===== src/hw/pkt_arb_defs.svh =====
// Sizing macros shared by the packet arbiter RTL and its package
// The channel count must be a power of two (2, 4 or 8), because the round-robin
// search relies on the channel number wrapping naturally
// The top PKT_ARB_IDX_BITS bits of ctl are overwritten with the source channel
`ifndef PKT_ARB_DEFS_SVH
`define PKT_ARB_DEFS_SVH

`define PKT_ARB_NUM_IN   4                                       // Number of input channels
`define PKT_ARB_IDX_BITS ($clog2(`PKT_ARB_NUM_IN))               // Width of a channel number

`define PKT_ARB_DAT_BYTS 2                                       // Data bytes per beat
`define PKT_ARB_DAT_BITS (`PKT_ARB_DAT_BYTS * 8)                 // Data bits per beat
`define PKT_ARB_MOD_BITS ($clog2(`PKT_ARB_DAT_BYTS))             // Width of the byte-count field

`define PKT_ARB_CTL_BITS 8                                       // Width of the control field
`define PKT_ARB_TAG_LSB  (`PKT_ARB_CTL_BITS - `PKT_ARB_IDX_BITS) // Lowest ctl bit of the tag

`define PKT_ARB_CNT_BITS 16                                      // Packet counter width, wraps

`endif


===== src/hw/pkt_arb_pkg.sv =====
// Types shared by the packet arbiter blocks
// Valid is carried beside pkt_beat_t and never inside it
// Field widths come from the sizing macros, so the package follows any change there
`default_nettype none

`include "pkt_arb_defs.svh"

package pkt_arb_pkg;

  // One stream beat, without its valid
  typedef struct packed {
    logic                           sop;  // First beat of a packet
    logic                           eop;  // Last beat of a packet
    logic                           err;  // Error flag, passed through untouched
    logic [`PKT_ARB_MOD_BITS-1:0]   mod;  // Byte count of the last beat
    logic [`PKT_ARB_CTL_BITS-1:0]   ctl;  // Control field, top bits carry the channel tag
    logic [`PKT_ARB_DAT_BITS-1:0]   dat;  // Payload
  } pkt_beat_t;

  typedef enum logic {
    ARB_SEARCH = 1'b0,  // No packet owns the output
    ARB_LOCKED = 1'b1   // Selected channel owns the output until its eop leaves
  } arb_state_e;

  typedef enum logic [2:0] {
    REG_NOP       = 3'd0,  // Idle
    REG_WR_MASK   = 3'd1,  // Load the enable mask from the write data
    REG_RD_MASK   = 3'd2,  // Read back the enable mask
    REG_RD_COUNT  = 3'd3,  // Read the packet counter of the addressed channel
    REG_CLR_COUNT = 3'd4   // Clear the packet counter of the addressed channel
  } reg_op_e;

endpackage

`default_nettype wire


===== src/hw/pkt_in_stage.sv =====
// One-beat register slice in front of the arbiter for a single channel
// Ready is "empty or leaving", so the slice sustains one beat per clock
// The channel number is stamped into the top ctl bits as the beat is captured
// CHAN must fit in PKT_ARB_IDX_BITS bits
`timescale 1ns/1ns
`default_nettype none

`include "pkt_arb_defs.svh"

module pkt_in_stage
  import pkt_arb_pkg::*;
#(
  parameter int unsigned CHAN = 0  // Channel number written into the tag
) (
  input  wire logic      i_clk,
  input  wire logic      i_rst,
  input  wire logic      i_val,   // Upstream valid
  input  wire pkt_beat_t i_beat,  // Upstream beat
  output logic           o_rdy,   // Upstream ready
  output logic           o_val,   // Valid towards the arbiter
  output pkt_beat_t      o_beat,  // Tagged beat towards the arbiter
  input  wire logic      i_rdy    // Ready from the arbiter, only set when selected
);

  localparam int IDX_W   = `PKT_ARB_IDX_BITS;
  localparam int TAG_LSB = `PKT_ARB_TAG_LSB;
  localparam logic [IDX_W-1:0] CHAN_TAG = IDX_W'(CHAN);

  logic      full_q;    // Slice holds a beat
  pkt_beat_t beat_q;    // Held beat, already tagged
  pkt_beat_t tag_beat;  // Incoming beat with the tag applied

  assign o_rdy  = ~full_q | i_rdy;  // Empty, or the held beat leaves on this edge
  assign o_val  = full_q;
  assign o_beat = beat_q;

  always_comb begin
    tag_beat = i_beat;
    tag_beat.ctl[TAG_LSB +: IDX_W] = CHAN_TAG;  // Overwrite the top ctl bits with our number
  end

  always_ff @(posedge i_clk) begin
    if (i_rst) begin
      full_q <= 1'b0;
    end else if (o_rdy) begin
      full_q <= i_val;  // Refill or drain on the same edge
    end
  end

  always_ff @(posedge i_clk) begin
    if (o_rdy && i_val) begin
      beat_q <= tag_beat;  // Payload only moves on a real transfer
    end
  end

endmodule

`default_nettype wire


===== src/hw/pkt_rr_arb.sv =====
// Packet-locked round-robin arbiter with a combinational output multiplexer
// A channel that wins keeps the output until its eop beat is accepted
// The enable mask only affects which channel wins the next packet
// and never cuts a packet that is already locked
// Channel count must be a power of two so the cyclic search wraps for free
`timescale 1ns/1ns
`default_nettype none

`include "pkt_arb_defs.svh"

module pkt_rr_arb
  import pkt_arb_pkg::*;
(
  input  wire logic                           i_clk,
  input  wire logic                           i_rst,
  input  wire logic      [`PKT_ARB_NUM_IN-1:0] i_val,       // Valid from each stage
  input  wire pkt_beat_t [`PKT_ARB_NUM_IN-1:0] i_beat,      // Beat from each stage
  output logic           [`PKT_ARB_NUM_IN-1:0] o_rdy,       // Ready back to each stage
  input  wire logic      [`PKT_ARB_NUM_IN-1:0] i_en_mask,   // Channels allowed to start a packet
  output logic                                o_val,       // Output valid
  output pkt_beat_t                           o_beat,      // Output beat
  input  wire logic                           i_rdy,       // Output ready
  output logic                                o_pkt_done,  // Pulse when an eop beat leaves
  output logic           [`PKT_ARB_IDX_BITS-1:0] o_pkt_chan // Channel of that eop beat
);

  localparam int NUM_IN = `PKT_ARB_NUM_IN;
  localparam int IDX_W  = `PKT_ARB_IDX_BITS;

  arb_state_e       state_q;  // Search or locked
  logic [IDX_W-1:0] sel_q;    // Last winner, or the current owner when locked
  logic [IDX_W-1:0] cand;     // Channel under test in the search loop
  logic [IDX_W-1:0] nxt_idx;  // First eligible channel after sel_q
  logic             found;    // Some channel is eligible to start a packet
  logic [IDX_W-1:0] mux_idx;  // Channel currently driving the output
  logic             leaving;  // Output beat transfers on this edge
  logic             eop_out;  // An eop beat transfers on this edge

  // Walk backwards so the first eligible channel after sel_q wins; sel_q itself comes last
  always_comb begin
    found   = 1'b0;
    nxt_idx = sel_q;
    cand    = sel_q;
    for (int i = NUM_IN; i >= 1; i--) begin
      cand = sel_q + i[IDX_W-1:0];  // i == NUM_IN wraps back to sel_q
      if (i_val[cand] && i_en_mask[cand]) begin
        found   = 1'b1;
        nxt_idx = cand;
      end
    end
  end

  assign mux_idx = (state_q == ARB_LOCKED) ? sel_q : nxt_idx;  // Search winner shows at once
  assign o_beat  = i_beat[mux_idx];
  assign o_val   = (state_q == ARB_LOCKED) ? i_val[sel_q] : found;
  assign leaving = o_val & i_rdy;
  assign eop_out = leaving & o_beat.eop;

  always_comb begin
    o_rdy          = '0;
    o_rdy[mux_idx] = leaving;  // Only the selected stage ever sees ready
  end

  assign o_pkt_done = eop_out;
  assign o_pkt_chan = mux_idx;

  always_ff @(posedge i_clk) begin
    if (i_rst) begin
      state_q <= ARB_SEARCH;
      sel_q   <= '0;
    end else begin
      case (state_q)
        ARB_SEARCH: begin
          if (found) begin
            sel_q <= nxt_idx;                // Commit to the winner
            if (!eop_out) begin
              state_q <= ARB_LOCKED;         // Single-beat packets that leave now need no lock
            end
          end
        end
        ARB_LOCKED: begin
          if (eop_out) begin
            state_q <= ARB_SEARCH;           // Next search starts after the owner, so it advances
          end
        end
        default: state_q <= ARB_SEARCH;
      endcase
    end
  end

endmodule

`default_nettype wire


===== src/hw/pkt_arb_regs.sv =====
// Control registers beside the arbiter, reached through a strobed opcode port
// Writes land on the edge that samples the opcode, read data follows one cycle later
// Counters count accepted eop beats per channel and wrap on overflow
// A clear beats a done pulse for the same channel on the same edge
// The mask is written from the low PKT_ARB_NUM_IN bits of the write data
`timescale 1ns/1ns
`default_nettype none

`include "pkt_arb_defs.svh"

module pkt_arb_regs
  import pkt_arb_pkg::*;
(
  input  wire logic                          i_clk,
  input  wire logic                          i_rst,
  input  wire reg_op_e                       i_reg_op,    // One-cycle opcode strobe
  input  wire logic [`PKT_ARB_IDX_BITS-1:0]  i_reg_addr,  // Channel addressed by counter ops
  input  wire logic [`PKT_ARB_CNT_BITS-1:0]  i_reg_wdat,  // Write data for the mask
  output logic      [`PKT_ARB_CNT_BITS-1:0]  o_reg_rdat,  // Read data
  output logic                               o_reg_rvld,  // Read data valid, one cycle
  output logic      [`PKT_ARB_NUM_IN-1:0]    o_en_mask,   // Enable mask to the arbiter
  input  wire logic                          i_pkt_done,  // Eop accepted at the output
  input  wire logic [`PKT_ARB_IDX_BITS-1:0]  i_pkt_chan   // Channel of that eop
);

  localparam int NUM_IN = `PKT_ARB_NUM_IN;
  localparam int CNT_W  = `PKT_ARB_CNT_BITS;

  logic [NUM_IN-1:0]            mask_q;  // Channel enable mask
  logic [NUM_IN-1:0][CNT_W-1:0] cnt_q;   // Packet counters, one per channel

  assign o_en_mask = mask_q;

  always_ff @(posedge i_clk) begin
    if (i_rst) begin
      mask_q     <= '1;  // Every channel enabled out of reset
      o_reg_rvld <= 1'b0;
    end else begin
      o_reg_rvld <= (i_reg_op == REG_RD_MASK) || (i_reg_op == REG_RD_COUNT);
      if (i_reg_op == REG_WR_MASK) begin
        mask_q <= i_reg_wdat[NUM_IN-1:0];
      end
    end
  end

  always_ff @(posedge i_clk) begin
    if (i_rst) begin
      cnt_q <= '0;
    end else begin
      for (int ch = 0; ch < NUM_IN; ch++) begin
        if ((i_reg_op == REG_CLR_COUNT) && (i_reg_addr == ch)) begin
          cnt_q[ch] <= '0;                 // Clear has priority over a done pulse
        end else if (i_pkt_done && (i_pkt_chan == ch)) begin
          cnt_q[ch] <= cnt_q[ch] + 1'b1;   // Wraps at the top
        end
      end
    end
  end

  // Read data shows the value held before this edge
  always_ff @(posedge i_clk) begin
    case (i_reg_op)
      REG_RD_MASK:  o_reg_rdat <= CNT_W'(mask_q);  // Zero-extended
      REG_RD_COUNT: o_reg_rdat <= cnt_q[i_reg_addr];
      default:      o_reg_rdat <= o_reg_rdat;
    endcase
  end

endmodule

`default_nettype wire


===== src/hw/pkt_arb_top.sv =====
// Packet stream arbiter top level
// Each input goes through a one-beat slice, then a packet-locked round-robin arbiter
// The source channel is written into the top ctl bits of every output beat
// Register port controls the enable mask and reads per-channel packet counts
// Sources must hold beat and valid stable until ready is seen
`timescale 1ns/1ns
`default_nettype none

`include "pkt_arb_defs.svh"

module pkt_arb_top
  import pkt_arb_pkg::*;
(
  input  wire logic                           i_clk,
  input  wire logic                           i_rst,
  input  wire logic      [`PKT_ARB_NUM_IN-1:0] i_in_val,    // Input valids, one per channel
  input  wire pkt_beat_t [`PKT_ARB_NUM_IN-1:0] i_in_beat,   // Input beats, one per channel
  output logic           [`PKT_ARB_NUM_IN-1:0] o_in_rdy,    // Input readies, one per channel
  output logic                                o_out_val,   // Merged stream valid
  output pkt_beat_t                           o_out_beat,  // Merged stream beat, tagged
  input  wire logic                           i_out_rdy,   // Merged stream ready
  input  wire reg_op_e                        i_reg_op,    // Register opcode strobe
  input  wire logic [`PKT_ARB_IDX_BITS-1:0]   i_reg_addr,  // Register channel address
  input  wire logic [`PKT_ARB_CNT_BITS-1:0]   i_reg_wdat,  // Register write data
  output logic      [`PKT_ARB_CNT_BITS-1:0]   o_reg_rdat,  // Register read data
  output logic                                o_reg_rvld   // Register read data valid
);

  localparam int NUM_IN = `PKT_ARB_NUM_IN;
  localparam int IDX_W  = `PKT_ARB_IDX_BITS;

  logic      [NUM_IN-1:0] stg_val;   // Slice outputs towards the arbiter
  pkt_beat_t [NUM_IN-1:0] stg_beat;
  logic      [NUM_IN-1:0] stg_rdy;   // Arbiter ready back to the slices
  logic      [NUM_IN-1:0] en_mask;   // Mask from the register block
  logic                   pkt_done;  // Eop accepted at the output
  logic      [IDX_W-1:0]  pkt_chan;

  for (genvar g = 0; g < NUM_IN; g++) begin : g_stage
    pkt_in_stage #(
      .CHAN   (g)
    ) u_pkt_in_stage (
      .i_clk  (i_clk),
      .i_rst  (i_rst),
      .i_val  (i_in_val[g]),
      .i_beat (i_in_beat[g]),
      .o_rdy  (o_in_rdy[g]),
      .o_val  (stg_val[g]),
      .o_beat (stg_beat[g]),
      .i_rdy  (stg_rdy[g])
    );
  end

  pkt_rr_arb u_pkt_rr_arb (
    .i_clk      (i_clk),
    .i_rst      (i_rst),
    .i_val      (stg_val),
    .i_beat     (stg_beat),
    .o_rdy      (stg_rdy),
    .i_en_mask  (en_mask),
    .o_val      (o_out_val),
    .o_beat     (o_out_beat),
    .i_rdy      (i_out_rdy),
    .o_pkt_done (pkt_done),
    .o_pkt_chan (pkt_chan)
  );

  pkt_arb_regs u_pkt_arb_regs (
    .i_clk      (i_clk),
    .i_rst      (i_rst),
    .i_reg_op   (i_reg_op),
    .i_reg_addr (i_reg_addr),
    .i_reg_wdat (i_reg_wdat),
    .o_reg_rdat (o_reg_rdat),
    .o_reg_rvld (o_reg_rvld),
    .o_en_mask  (en_mask),
    .i_pkt_done (pkt_done),
    .i_pkt_chan (pkt_chan)
  );

endmodule

`default_nettype wire


===== config.mk =====
export PLATFORM = sky130hd
export DESIGN_NAME = pkt_arb_top
export DESIGN_NICKNAME = d
export VERILOG_FILES = /design/src/hw/pkt_arb_pkg.sv /design/src/hw/pkt_in_stage.sv /design/src/hw/pkt_rr_arb.sv /design/src/hw/pkt_arb_regs.sv /design/src/hw/pkt_arb_top.sv
export VERILOG_INCLUDE_DIRS = /design/src /design/src/hw
export SDC_FILE = /design/constraint.sdc
export NUM_CORES = 1
export LEC_CHECK = 0
export BUFFER_PORTS_ARGS = -buffer_cell sky130_fd_sc_hd__buf_2
export CAP_MARGIN = 20
export CORE_MARGIN = 3
export CORE_UTILIZATION = 59
export DETAILED_ROUTE_END_ITERATION = 8
export MAX_ROUTING_LAYER = met4
export PLACE_DENSITY = 0.87
export SYNTH_ARGS = -nofsm -noshare
export SYNTH_HDL_FRONTEND = slang
export SYNTH_HIERARCHICAL = 1
export SYNTH_SLANG_ARGS = --single-unit

===== constraint.sdc =====
create_clock -name i_clk -period 8.71 [get_ports i_clk]
set_clock_uncertainty 0.2 [all_clocks]
set_input_delay 0.871 -clock i_clk [delete_from_list [all_inputs] [get_ports i_clk]]
set_output_delay 0.871 -clock i_clk [all_outputs]
set_load 0.01 [all_outputs]

=== Word-level counts from Yosys, hierarchy flattened ===
Cells that the tools add are included.
Widths: inputs -> output; s select.

* Register bits: 196
* Bits of input ports: 140
* Output and inout bits: 50
* Logic and storage cells: 134

* Add/sub/neg operators: 7
* Magnitude comparators: 7
* Equal/unequal tests: 10
* Mux-type cells: 35
* Bitwise logic cells: 12
* Reductions and logical operators: 26

{| class="wikitable"
|+ Operators by type and width
! kind !! count
|-
| $add 16x1->16 const B || 4
|-
| $bmux 28 s2 || 1
|-
| $bmux 16 s2 || 1
|-
| $pmux 16 s2 || 1
|-
| $mux 28 || 1
|-
| $lt 2x3->1 const B || 6
|-
| $logic_and 1x1->1 || 17
|-
| $bmux 1 s2 || 8
|-
| $mux 1 || 16
|-
| $mux 16 || 1
|-
| $eq 2x2->1 const B || 4
|-
| $mux 2 || 4
|-
| $reduce_or 2->1 || 4
|-
| $eq 3x2->1 const B || 2
|-
| $not 1->1 || 5
|-
| $add 2x2->2 const B || 2
|-
| $and 4x4->4 || 1
|-
| $eq 2x1->1 const B || 2
|-
| $logic_not 2->1 || 2
|-
| $or 1x1->1 || 4
|-
| $eq 3x1->1 const B || 1
|-
| $eq 3x3->1 const B || 1
|-
| $add 2x1->2 const B || 1
|-
| $and 1x1->1 || 2
|-
| other kinds (6) || 6
|}

=== Longest topological paths before layout ===
Gate-level depths: netlist (run 1).

* Word-level depth: 15
* Gate-level depth with buffers: 12
* Gate-level depth less buffers: 9

=== By module ===
Netlist (run 1), hierarchy kept.

{| class="wikitable"
|+ By module, submodules not included
! module !! instances !! cells each !! area each (um^2) !! sequential area each (um^2)
|-
| pkt_arb_regs || 1 || 408 || 4092.7 || 1861.8
|-
| pkt_in_stage at g_stage[1].u_pkt_in_stage ... || 2 || 35 || 858.3 || 800.8
|-
| pkt_in_stage at g_stage[0].u_pkt_in_stage ... || 2 || 34 || 854.6 || 800.8
|-
| pkt_rr_arb || 1 || 85 || 1137.3 || 60.1
|}

=== Least setup slack after synthesis (run 1) ===
No wires, ideal clock.

* Kind: register to register
* Start: reg u_pkt_rr_arb.sel_q[1]
* End: reg u_pkt_arb_regs/cnt_q[59] in the netlist's numbering
* Library setup time: 70 ps
* Data arrival time: 3013 ps
* Data required time: 8440 ps
* Path slack: 5427 ps
* Stages on the path, launching flop included: 12
* Path buffers: 2
* Period minus slack after synthesis: 3283 ps
* Cells stage by stage: dfxtp_1 buf_6 and3_1 o31ai_4 or2_4 o41ai_1 nor3_1 nand3_2 or4_1 clkbuf_2 or3_1 a21oi_1

* Cells in the longest elaborated chain, start to end: 12
* Elaborated cells on any way between the ends: 38
* Those cells by class: 3 x add/sub; 1 x eq/ne; 27 x mux; 2 x bitwise; 5 x reduce/logical

{| class="wikitable"
|+ RTL lines
! element !! line !! source
|-
| start, declared || pkt_rr_arb.sv:31 || <nowiki>logic [IDX_W-1:0] sel_q;</nowiki>
|-
| start signal, assigned || pkt_rr_arb.sv:75 || <nowiki>sel_q <= nxt_idx;</nowiki>
|-
| $add 2x2->2 || pkt_rr_arb.sv:45 || <nowiki>cand = sel_q + i[IDX_W-1:0];</nowiki>
|-
| $bmux 1 s2 || pkt_rr_arb.sv:46 || <nowiki>if (i_val[cand] && i_en_mask[cand]) begin</nowiki>
|-
| $mux 1 (not written as such) || pkt_rr_arb.sv:46 ||
|-
| $logic_and 1x1->1 || pkt_rr_arb.sv:46 ||
|-
| $mux 2 (3 in a row) || pkt_rr_arb.sv:46 ||
|-
| $mux 2 || pkt_rr_arb.sv:53 || <nowiki>assign mux_idx = (state_q == ARB_LOCKED) ? sel_q : nxt_idx;</nowiki>
|-
| $bmux 28 s2 || pkt_rr_arb.sv:54 || <nowiki>assign o_beat = i_beat[mux_idx];</nowiki>
|-
| $mux 28 (not written as such) || pkt_rr_arb.sv:54 ||
|-
| $and 1x1->1 * || pkt_rr_arb.sv:57 || <nowiki>assign eop_out = leaving & o_beat.eop;</nowiki>
|-
| via pkt_done || pkt_arb_top.sv:36 || <nowiki>logic pkt_done;</nowiki>
|-
| $logic_and 1x1->1 * || pkt_arb_regs.sv:53 || <nowiki>end else if (i_pkt_done && (i_pkt_chan == ch)) begin</nowiki>
|-
| end signal, assigned by index || pkt_arb_regs.sv:54 || <nowiki>cnt_q[ch] <= cnt_q[ch] + 1'b1;</nowiki>
|-
| end, declared || pkt_arb_regs.sv:30 || <nowiki>logic [NUM_IN-1:0][CNT_W-1:0] cnt_q;</nowiki>
|}

The timed path passes the listed nets; every way through them passes the cells marked *. The select of a mux whose other input is x is not followed.
A chain may end at the register's enable or synchronous reset.

=== Worst setup path after layout (run 1) ===
* Start: reg u_pkt_rr_arb.sel_q[0]
* End: out o_in_rdy[2]

* Cells in the longest elaborated chain, start to end: 14
* Elaborated cells on any way between the ends: 40
* Those cells by class: 3 x add/sub; 2 x order compare; 27 x mux; 3 x bitwise; 5 x reduce/logical

{| class="wikitable"
|+ RTL lines
! element !! line !! source
|-
| $add 2x2->2 || pkt_rr_arb.sv:45 ||
|-
| $bmux 1 s2 || pkt_rr_arb.sv:46 ||
|-
| $mux 1 (not written as such) || pkt_rr_arb.sv:46 ||
|-
| $logic_and 1x1->1 || pkt_rr_arb.sv:46 ||
|-
| $mux 2 (3 in a row) || pkt_rr_arb.sv:46 ||
|-
| $mux 2 * || pkt_rr_arb.sv:53 ||
|-
| via pkt_chan[0] || pkt_arb_top.sv:37 || <nowiki>logic [IDX_W-1:0] pkt_chan;</nowiki>
|-
| $lt 2x3->1 (not written as such) or $ge 2x1->1 (tied branches) || pkt_rr_arb.sv:61 || <nowiki>o_rdy[mux_idx] = leaving;</nowiki>
|-
| $logic_and 1x1->1 (not written as such) || pkt_rr_arb.sv:61 ||
|-
| $mux 1 (not written as such) || pkt_rr_arb.sv:61 ||
|-
| $demux 1 s2 * || -- ||
|-
| $and 4x4->4 (no line) * || -- ||
|-
| via stg_rdy[2] || pkt_arb_top.sv:34 || <nowiki>logic [NUM_IN-1:0] stg_rdy;</nowiki>
|-
| $or 1x1->1 * || pkt_in_stage.sv:33 || <nowiki>assign o_rdy = ~full_q | i_rdy;</nowiki>
|-
| end, declared || pkt_arb_top.sv:18 || <nowiki>output logic [`PKT_ARB_NUM_IN-1:0] o_in_rdy,</nowiki>
|}

Marked as above.

==> summary.md, run 1 <==
| Metric | Value |
|---|---|
| Antenna viol nets, final | `0` |
| Leakage | `3.73 nW` |
| Final period utilization | `0.502` |
| Worst Path Arrival | `roughly 3.3 ns` |
| Internal Power | `0.00170 W` |
| Total CTS buffers | `17` |
| Num Clock Sinks | `196` |
| # rows | `43` |
| GRT Resource Usage Total | `0.271` |
| Worst path depth | `9` |
| Number of max-cap violations | `0` |
| Top cells by area, synth | `edfxtp_1 42%, dfxtp_1 18%, mux4_2 11%, xnor2_1 2.0%, nor2_1 1.9%` |
| Skew-Pair Late Insertion Delay | `0.43 ns` |
| Worst hold path depth | `2` |
| Slew headroom | `0.422` |
| Synth area leader | `edfxtp_1` |
| Status | `completed` |
| Final setup TNS | `0 ns` |
| WP buf/inv | `3` |
| # nets final | `around 940` |
| Syn Inst Count | `631` |
| Cell with the largest stage delay on the worst path | `dfxtp_1` |
| Port bufs | `169` |
| Hold Startpoint | `u_pkt_arb_regs/cnt_q[31]` |
| Final setup fails | `0` |
| Worst-Margin Slew | `0.865 ns` |
| Clock tree buffer depth | `2` |
| Post-synth EDFFs | `120` |
| Most common cell in the netlist | `edfxtp_1` |
| Avg WL per Cell | `21.6 microns` |
| Seq cells post-synth | `196` |
| Min Hold Slack | `~0.29 ns` |
| Setup crit start | `u_pkt_rr_arb/sel_q[0]` |
| Root Driver | `clkbuf_16` |
| First-pass DRT Iterations | `8` |
| Final hold violation count | `0` |
| Number of global-route vias before repair | `between 5,000 and 6,000` |
| Distinct cells, synth | `70` |
| Sw Ratio | `0.249` |
| Switching power | `0.000565 W` |
| Post-Syn Area | `0.00866 sq mm` |
| CP max stage delay | `about 0.62 ns` |
| TritonCTS clock tree | `yes` |
| Largest delay share family, worst path | `buffers and inverters` |
| Area grow syn2layout | `17.6%` |
| # diodes | `0` |
| Share of power burned in registers | `0.470` |
| Clk slew on worst S/H paths | `0.07 ns` |
| Core ar. | `0.0141 sq mm` |
| Grt total ovfl | `0` |
| Power share of the clock group | `0.365` |
| # DRC | `0` |
| Setup crit start kind | `flop` |
| Power Dens Cells | `222 mW/mm^2` |
| Largest net degree at the start of global routing | `32` |
| Unrepaired setup endpoints after global routing | `no` |
| Area fraction of the dominant cell type after synthesis | `0.416` |
| Die Y | `127 microns` |
| Die width | `around 130 microns` |
| Post-synthesis sequential area ratio | `0.592` |
| Peak supply drop | `approximately 0.15 mV` |
| Worst Hold Class | `reg2reg` |
| Combinational share of power | `0.165` |
| Critical path class | `reg2out` |
| Worst-path fanout max | `31` |
| Worst setup EP type | `output port` |
| Max Clock Freq | `0.229 GHz` |
| Die area | `0.0162 sq mm` |
| Initial DRC count | `848` |
| I/O pin total | `190` |
| Antenna violations before repair | `0` |
| GPL Wtd Cong | `0.891` |
| Fill cells | `between 800 and 900` |
| Synth Warn # | `6` |
| Share of cells above drive strength 1 | `0.345` |
| Clock period minus worst slack | `4.38 ns` |
| Fin. max-slew vios | `0` |
| Via density | `6.27` |
| Most used flip-flop cell after synthesis | `edfxtp_1` |
| R2r worst-path depth | `10` |
| Routed via count | `6,177` |
| Critical-path cell list | `nor2b_2 -> o31ai_4 -> or2_4 -> mux2i_4 -> buf_4 -> inv_1 -> nor3b_1 -> nand2b_4 -> buf_2` |
| First-pass GRT wire length | `about 33,000 microns` |
| Resize count post-CTS | `0` |
| Final HPWL DP | `15,300 microns` |
| Starting Density | `0.614` |
| CTS Hold Bufs | `0` |
| Mean Syn Cell Area | `around 14 sq um` |
| Crit Reg-Reg Startpoint | `u_pkt_rr_arb/sel_q[0]` |
| H-tree Lvls | `4` |
| CP required | `7.64 ns` |
| Async SR Flop Fraction | `0` |
| Most frequent cells after synthesis | `120 x edfxtp_1, 76 x dfxtp_1, 44 x mux4_2, 43 x nor2_1, 27 x nand2_1` |
| DRT Wirelength | `21,300 microns` |
| Setup bufs post-CTS | `0` |
sequential cells by signal, indices dropped and copies added, names as in the netlist:
name,flops
g_stage.u_pkt_in_stage/o_beat,104
g_stage.u_pkt_in_stage/o_val,4
u_pkt_arb_regs/cnt_q,64
u_pkt_arb_regs/o_en_mask,4
u_pkt_arb_regs/o_reg_rdat,16
u_pkt_arb_regs/o_reg_rvld,1
u_pkt_rr_arb/sel_q,2
u_pkt_rr_arb/state_q,1
layout by cell type (no fill, tap or decap), types with 3 or more instances in the layout:
master and n:
or4_1 4, nor3_1 13, a21o_1 4, buf_4 3
nor4_1 5, and3_1 16, or3_1 21, inv_6 3
dfxtp_1 76, clkbuf_16 17, a21oi_1 25, mux4_2 44
nor2b_1 5, edfxtp_1 120, nand3_1 14, and2_1 4
nand2b_4 4, a21oi_2 4, nand4_1 20, and2_4 4
o31ai_1 3, nand2_1 27, inv_1 15, nor2_1 43
xnor2_1 20, bufinv_16 4, buf_2 169, conb_1 8
o41ai_1 3, xor2_1 17, mux2_2 4, a211o_1 4
and4_1 7, ha_1 4, nor3b_1 5, o21ai_0 22
metal layers:
metal | vias to the layer above | GRT usage | part of all wire
li1 | 2731 | - | -
met5 | - | - | 0
met3 | 46 | 0.0518 | 0.10
met4 | 0 | 0.0820 | 0.025
met2 | 374 | 0.458 | 0.51
met1 | 3026 | 0.335 | 0.37
worst reg2reg max path: cells and delay by family (launching register included):
| family | cells | cell delay [ns] |
|---|---|---|
| flip-flops | 1 | 0.62 |
| buffers and inverters | 2 | 0.89 |
| multiplexers | 1 | 0.14 |
| AO/OA/AOI/OAI | 2 | 0.23 |
| AND/OR/NAND/NOR | 5 | 1.94 |
cell type report:
| class | instances | area, sq um | share of cell area |
|---|---|---|---|
| multi-input cells | 389 | 3270 | 0.321 |
| clock inverters | 14 | 200 | 0.0197 |
| repair buffers | 173 | 876 | 0.0860 |
| inverters | 15 | 56.3 | 0.00553 |
| clock buffers | 18 | 429 | 0.0421 |
| well taps | 180 | 225 | 0.0221 |
| flip-flops and latches | 196 | 5120 | 0.503 |
per-stage QoR:
step / utilization / setup slack (ns) / instance area (sq um) / power (W) / instances
after global placement: 0.677 / 4.71 / 9550 / 0.00144 / 952
after detailed placement: 0.677 / 4.56 / 9550 / 0.00145 / 952
after CTS: 0.722 / 4.34 / 10200 / 0.00228 / 984
final: 0.722 / 4.33 / 10200 / 0.00226 / 985
after global routing: 0.722 / 4.09 / 10200 / 0.00235 / 985
after floorplan: - / 5.43 / 8660 / 0.00134 / 633
power groups by stage:
stage | Clock [W] | Sequential (W) | Combinational (W)
detailed placement | 0 | 0.00108 | 0.000368
floorplan | 0 | 0.00107 | 0.000266
finish | 0.000826 | 0.00106 | 0.000373
CTS | 0.000840 | 0.00106 | 0.000372
global placement | 0 | 0.00108 | 0.000356
global route | 0.000881 | 0.00107 | 0.000397
cell families (layout without fill, tap and decap cells):
logic type      after synthesis  after routing  share of synthesized area
buf+inv                      48            220                     0.0321
flops                       196            196                      0.592
simple gates                213            213                      0.146
xor+xnor                     37             37                     0.0374
other cells                   6              8                    0.00260
mux                          52             52                      0.128
fa+ha+maj                     4              4                    0.00578
compound gates               75             75                     0.0567
final timing paths:
path,endpoint,slack [ns]
hold reg to reg,u_pkt_arb_regs/cnt_q[31],0.29
hold / removal,u_pkt_arb_regs/cnt_q[31],0.29
setup / recovery,o_in_rdy[2],4.33
setup reg to reg,u_pkt_arb_regs/cnt_q[47],4.63
No activity file was read; power rests on OpenSTA's default activity.
==> inputs of run 2 (changes only) <==
--- a/config.mk
+++ b/config.mk
@@ -6,13 +6,14 @@
 export SDC_FILE = /design/constraint.sdc
 export NUM_CORES = 1
 export LEC_CHECK = 0
+export ABC_AREA = 1
 export BUFFER_PORTS_ARGS = -buffer_cell sky130_fd_sc_hd__buf_2
 export CAP_MARGIN = 20
 export CORE_MARGIN = 3
-export CORE_UTILIZATION = 59
+export CORE_UTILIZATION = 50
 export DETAILED_ROUTE_END_ITERATION = 8
 export MAX_ROUTING_LAYER = met4
-export PLACE_DENSITY = 0.87
+export PLACE_DENSITY = 0.78
 export SYNTH_ARGS = -nofsm -noshare
 export SYNTH_HDL_FRONTEND = slang
 export SYNTH_HIERARCHICAL = 1
==> constraint.sdc (replaced) <==
create_clock -name i_clk -period 4 [get_ports i_clk]
set_clock_uncertainty 0.2 [all_clocks]
set_input_delay 0.4 -clock i_clk [delete_from_list [all_inputs] [get_ports i_clk]]
set_output_delay 0.4 -clock i_clk [all_outputs]
set_load 0.01 [all_outputs]
==> run 2 against run 1 <==
Against the previous run:
- hold slack lost 0.26 ns
- register-to-register slack worse by 4.1 ns
- sequential power increased by 130%
- core utilization down 6.0 points
- final cell count rose by 65%
- sequential share of layout area down 7.4 points
- non-clock buffer count increased by 112
- clock power grew 120%
- die area up 24%
- cell area rose by 17%
- largest power group is now combinational logic
==> summary.md, run 2 <==
| Metric | Value |
|---|---|
| Share of cells above drive strength 1 | `0.184 (was 0.345)` |
| # DRC | `0 (unchanged)` |
| Avg WL per Cell | `16.9 microns (was 21.6 microns)` |
| Area fraction of the dominant cell type after synthesis | `0.391 (was 0.416)` |
| Skew-Pair Late Insertion Delay | `0.44 ns (was 0.43 ns)` |
| Largest register FFs | `104 (unchanged)` |
| Num Clock Sinks | `196 (unchanged)` |
| Unrepaired setup endpoints after global routing | `no (unchanged)` |
| Synth area leader | `edfxtp_1 (unchanged)` |
| H-tree Lvls | `4 (unchanged)` |
| Max Clock Freq | `about 0.27 GHz` |
| Die area | `0.0201 sq mm (was 0.0162 sq mm)` |
| GRT Resource Usage Total | `0.279 (was 0.271)` |
| Die Y | `142 microns (was 127 microns)` |
| Share of power burned in registers | `0.342 (was 0.470)` |
| Async SR Flop Fraction | `0 (unchanged)` |
| Setup bufs post-CTS | `0 (unchanged)` |
| Most common cell in the netlist | `nand2_1 (was edfxtp_1)` |
| Final std cells w/o fill | `1,622 (was 985)` |
| Min Hold Slack | `0.0288 ns (was 0.289 ns)` |
| Worst setup EP type | `output port (unchanged)` |
| Most common cell after layout, fill and taps aside | `nand2_1 (was buf_2)` |
| Routed via count | `8,737 (was 6,177)` |
| Switching power | `0.00300 W (was 0.000565 W)` |
| First-pass GRT wire length | `42,700 microns (was 32,800 microns)` |
| Peak supply drop | `0.522 mV (was 0.149 mV)` |
| Initial DRC count | `897 (was 848)` |
| Syn Inst Count | `1,103 (was 631)` |
| Setup crit start kind | `flop (unchanged)` |
| GPL Wtd Cong | `0.927 (was 0.891)` |
| Total chip power | `0.00711 W (was 0.00226 W)` |
| Port bufs | `169 (unchanged)` |
| Grt total ovfl | `0 (unchanged)` |
| Placed cells | `1,480 (was 952)` |
| Clk slew on worst S/H paths | `0.08 ns (was 0.07 ns)` |
| CP required | `3.40 ns (was 7.64 ns)` |
| Post-synthesis sequential area ratio | `0.555 (was 0.592)` |
| Sw Ratio | `0.423 (was 0.249)` |
| Final period utilization | `0.909` |
| Worst-path fanout max | `27 (was 31)` |
| Fill cells | `1,402 (was 872)` |
| Power share of the clock group | `0.258 (was 0.365)` |
| Distinct cells, synth | `41 (was 70)` |
| Worst Hold Class | `in2reg (was reg2reg)` |
| Largest net degree at the start of global routing | `32 (unchanged)` |
| Antenna viol nets, final | `0 (unchanged)` |
| Final HPWL DP | `16,800 microns (was 15,300 microns)` |
| Via density | `5.39 (was 6.27)` |
| Fin. max-slew vios | `0 (unchanged)` |
| Antenna violations before repair | `1 (was 0)` |
| Final setup fails | `0 (unchanged)` |
| Slew headroom | `0.600 (was 0.422)` |
| I/O pin total | `190 (unchanged)` |
| Clock period minus worst slack | `approximately 3.6 ns` |
| Leakage | `4.99 nW (was 3.73 nW)` |
| Final worst setup slack | `0.363 ns (was 4.33 ns)` |
| Seq cells post-synth | `196 (unchanged)` |
| Core ar. | `0.0180 sq mm (was 0.0141 sq mm)` |
| DP Worst Slack | `0.423 ns (was 4.56 ns)` |
| Most used flip-flop cell after synthesis | `edfxtp_1 (unchanged)` |
| Power Dens Cells | `595 mW/mm^2 (was 222 mW/mm^2)` |
| Root Driver | `clkbuf_16 (unchanged)` |
| Synth Warn # | `6 (unchanged)` |
| Final hold violation count | `0 (unchanged)` |
| Post-synth EDFFs | `120 (unchanged)` |
| Most frequent cells in the layout | `385 x nand2_1, 169 x buf_2, 120 x edfxtp_1, 110 x nor2_1, 108 x dlygate4sd3_1 (was 169 x buf_2, 120 x edfxtp_1, 76 x dfxtp_1, 44 x mux4_2, 43 x nor2_1)` |
| Most frequent cells after synthesis | `385 x nand2_1, 120 x edfxtp_1, 111 x nor2_1, 104 x inv_1, 82 x nand3_1 (was 120 x edfxtp_1, 76 x dfxtp_1, 44 x mux4_2, 43 x nor2_1, 27 x nand2_1)` |
| Status | `completed (unchanged)` |
| Worst Path Arrival | `3.04 ns (was 3.31 ns)` |
| Top cells by area, synth | `edfxtp_1 39%, dfxtp_1 16%, nand2_1 16%, nor2_1 4.5%, nand3_1 4.4% (was edfxtp_1 42%, dfxtp_1 18%, mux4_2 11%, xnor2_1 2.0%, nor2_1 1.9%)` |
| DRT Wirelength | `27,300 microns (was 21,300 microns)` |
| Final setup TNS | `0 ns (unchanged)` |
| Post-Syn Area | `0.00923 sq mm (was 0.00866 sq mm)` |
| Mean Syn Cell Area | `8.36 sq um (was 13.7 sq um)` |
| Number of global-route vias before repair | `8,388 (was 5,998)` |
| Worst-Margin Slew | `0.599 ns (was 0.865 ns)` |
| Total CTS buffers | `17 (unchanged)` |
| Critical path class | `reg2out (unchanged)` |
| First-pass DRT Iterations | `5 (was 8)` |
| # nets final | `1,523 (was 936)` |
| TritonCTS clock tree | `yes (unchanged)` |
| Clock tree buffer depth | `2 (unchanged)` |
| Area grow syn2layout | `29.5% (was 17.6%)` |
| Number of max-cap violations | `0 (unchanged)` |
| Starting Density | `0.512 (was 0.614)` |
| Internal Power | `0.00410 W (was 0.00170 W)` |
| Combinational share of power | `0.400 (was 0.165)` |
| # rows | `49 (was 43)` |
| Die width | `142 microns (was 127 microns)` |
[run 2: changes by cell type in the layout (fill, tap and decap cells not counted), moves of 11 or more]
cell,change
a21oi_1,+12
and3_1,-15
dlygate4sd3_1,+108
inv_1,+89
inv_2,+11
mux4_2,-44
nand2_1,+358
nand3_1,+68
nor2_1,+67
o22ai_1,+14
or3_1,-21
xnor2_1,-20
[run 2: timing repair]
item	CTS	global route
hold endpoints to repair	108	0
hold buffers	108	0
setup endpoints to repair	0	30
gates resized for setup	0	6
[run 2: logic make-up (layout without fill, tap and decap cells)]
| logic type | Yosys count | count (layout) | synth area share |
|---|---|---|---|
| AO/OA/AOI/OAI | 104 | 104 | 0.0669 |
| XOR/XNOR | 7 | 7 | 0.00665 |
| adder cells (fa/ha/maj) | 4 | 4 | 0.00542 |
| buffers and inverters | 149 | 435 | 0.0728 |
| flip-flops | 196 | 196 | 0.555 |
| other | 6 | 9 | 0.00244 |
| AND/OR/NAND/NOR | 637 | 638 | 0.290 |
[run 2: cell type report]
cell class | count | area, sq um | share of cell area
Multi-Input combinational cell | 761 | 3470 | 0.291
Tap cell | 229 | 287 | 0.0240
Inverter | 118 | 445 | 0.0373
Clock inverter | 15 | 201 | 0.0169
Antenna cell | 1 | 2.50 | 0.000209
Clock buffer | 17 | 425 | 0.0356
Sequential cell | 196 | 5130 | 0.429
Timing Repair Buffer | 285 | 1990 | 0.166
[run 2: stage by stage]
stage	util	cell area, sq um
finish	0.663	11900
global route	0.663	11900
CTS	0.661	11900
detailed placement	0.567	10200
global placement	0.567	10200
floorplan	-	9230
[run 2: power groups by stage]
stage	Clock (W)	Sequential, W	Combinational (W)
finish	0.00183	0.00243	0.00284
detailed placement	0	0.00246	0.00258
CTS	0.00182	0.00242	0.00268
floorplan	0	0.00243	0.00181
global placement	0	0.00245	0.00253
global route	0.00193	0.00245	0.00309
[run 2: critical path, stage by stage (launching register included)]
cell	delay, ns
dfxtp_2	0.43
inv_1	0.21
nand2_1	0.11
nand2_1	0.08
nand3_1	0.07
nand2_1	0.10
nor2_2	0.14
nand2_1	0.09
nand2_1	0.08
nand2_1	0.06
nand3_2	0.09
nand2_4	0.20
nor2_8	0.47
nand2_1	0.15
nand3_1	0.15
buf_2	0.15
[run 2: path summary, 6_finish.rpt]
check                          start                         to  slack (ns)  cells after the start
max            u_pkt_rr_arb/sel_q[1]             o_out_beat[13]        0.36                     15
min                      i_reg_op[1]  u_pkt_arb_regs/o_reg_rvld        0.03                      3
max reg2reg    u_pkt_rr_arb/sel_q[1]   u_pkt_arb_regs/cnt_q[63]        0.55                     21
min reg2reg  u_pkt_arb_regs/cnt_q[1]    u_pkt_arb_regs/cnt_q[1]        0.30                      2
[run 2: routing by layer]
layer  up-vias  track usage  wire length, microns
li1       4159            -                     -
met1      4041        0.329                 10300
met2       448        0.469                 13900
met3        89       0.0580                  2000
met4         0        0.112                  1110
met5         -            -                     0
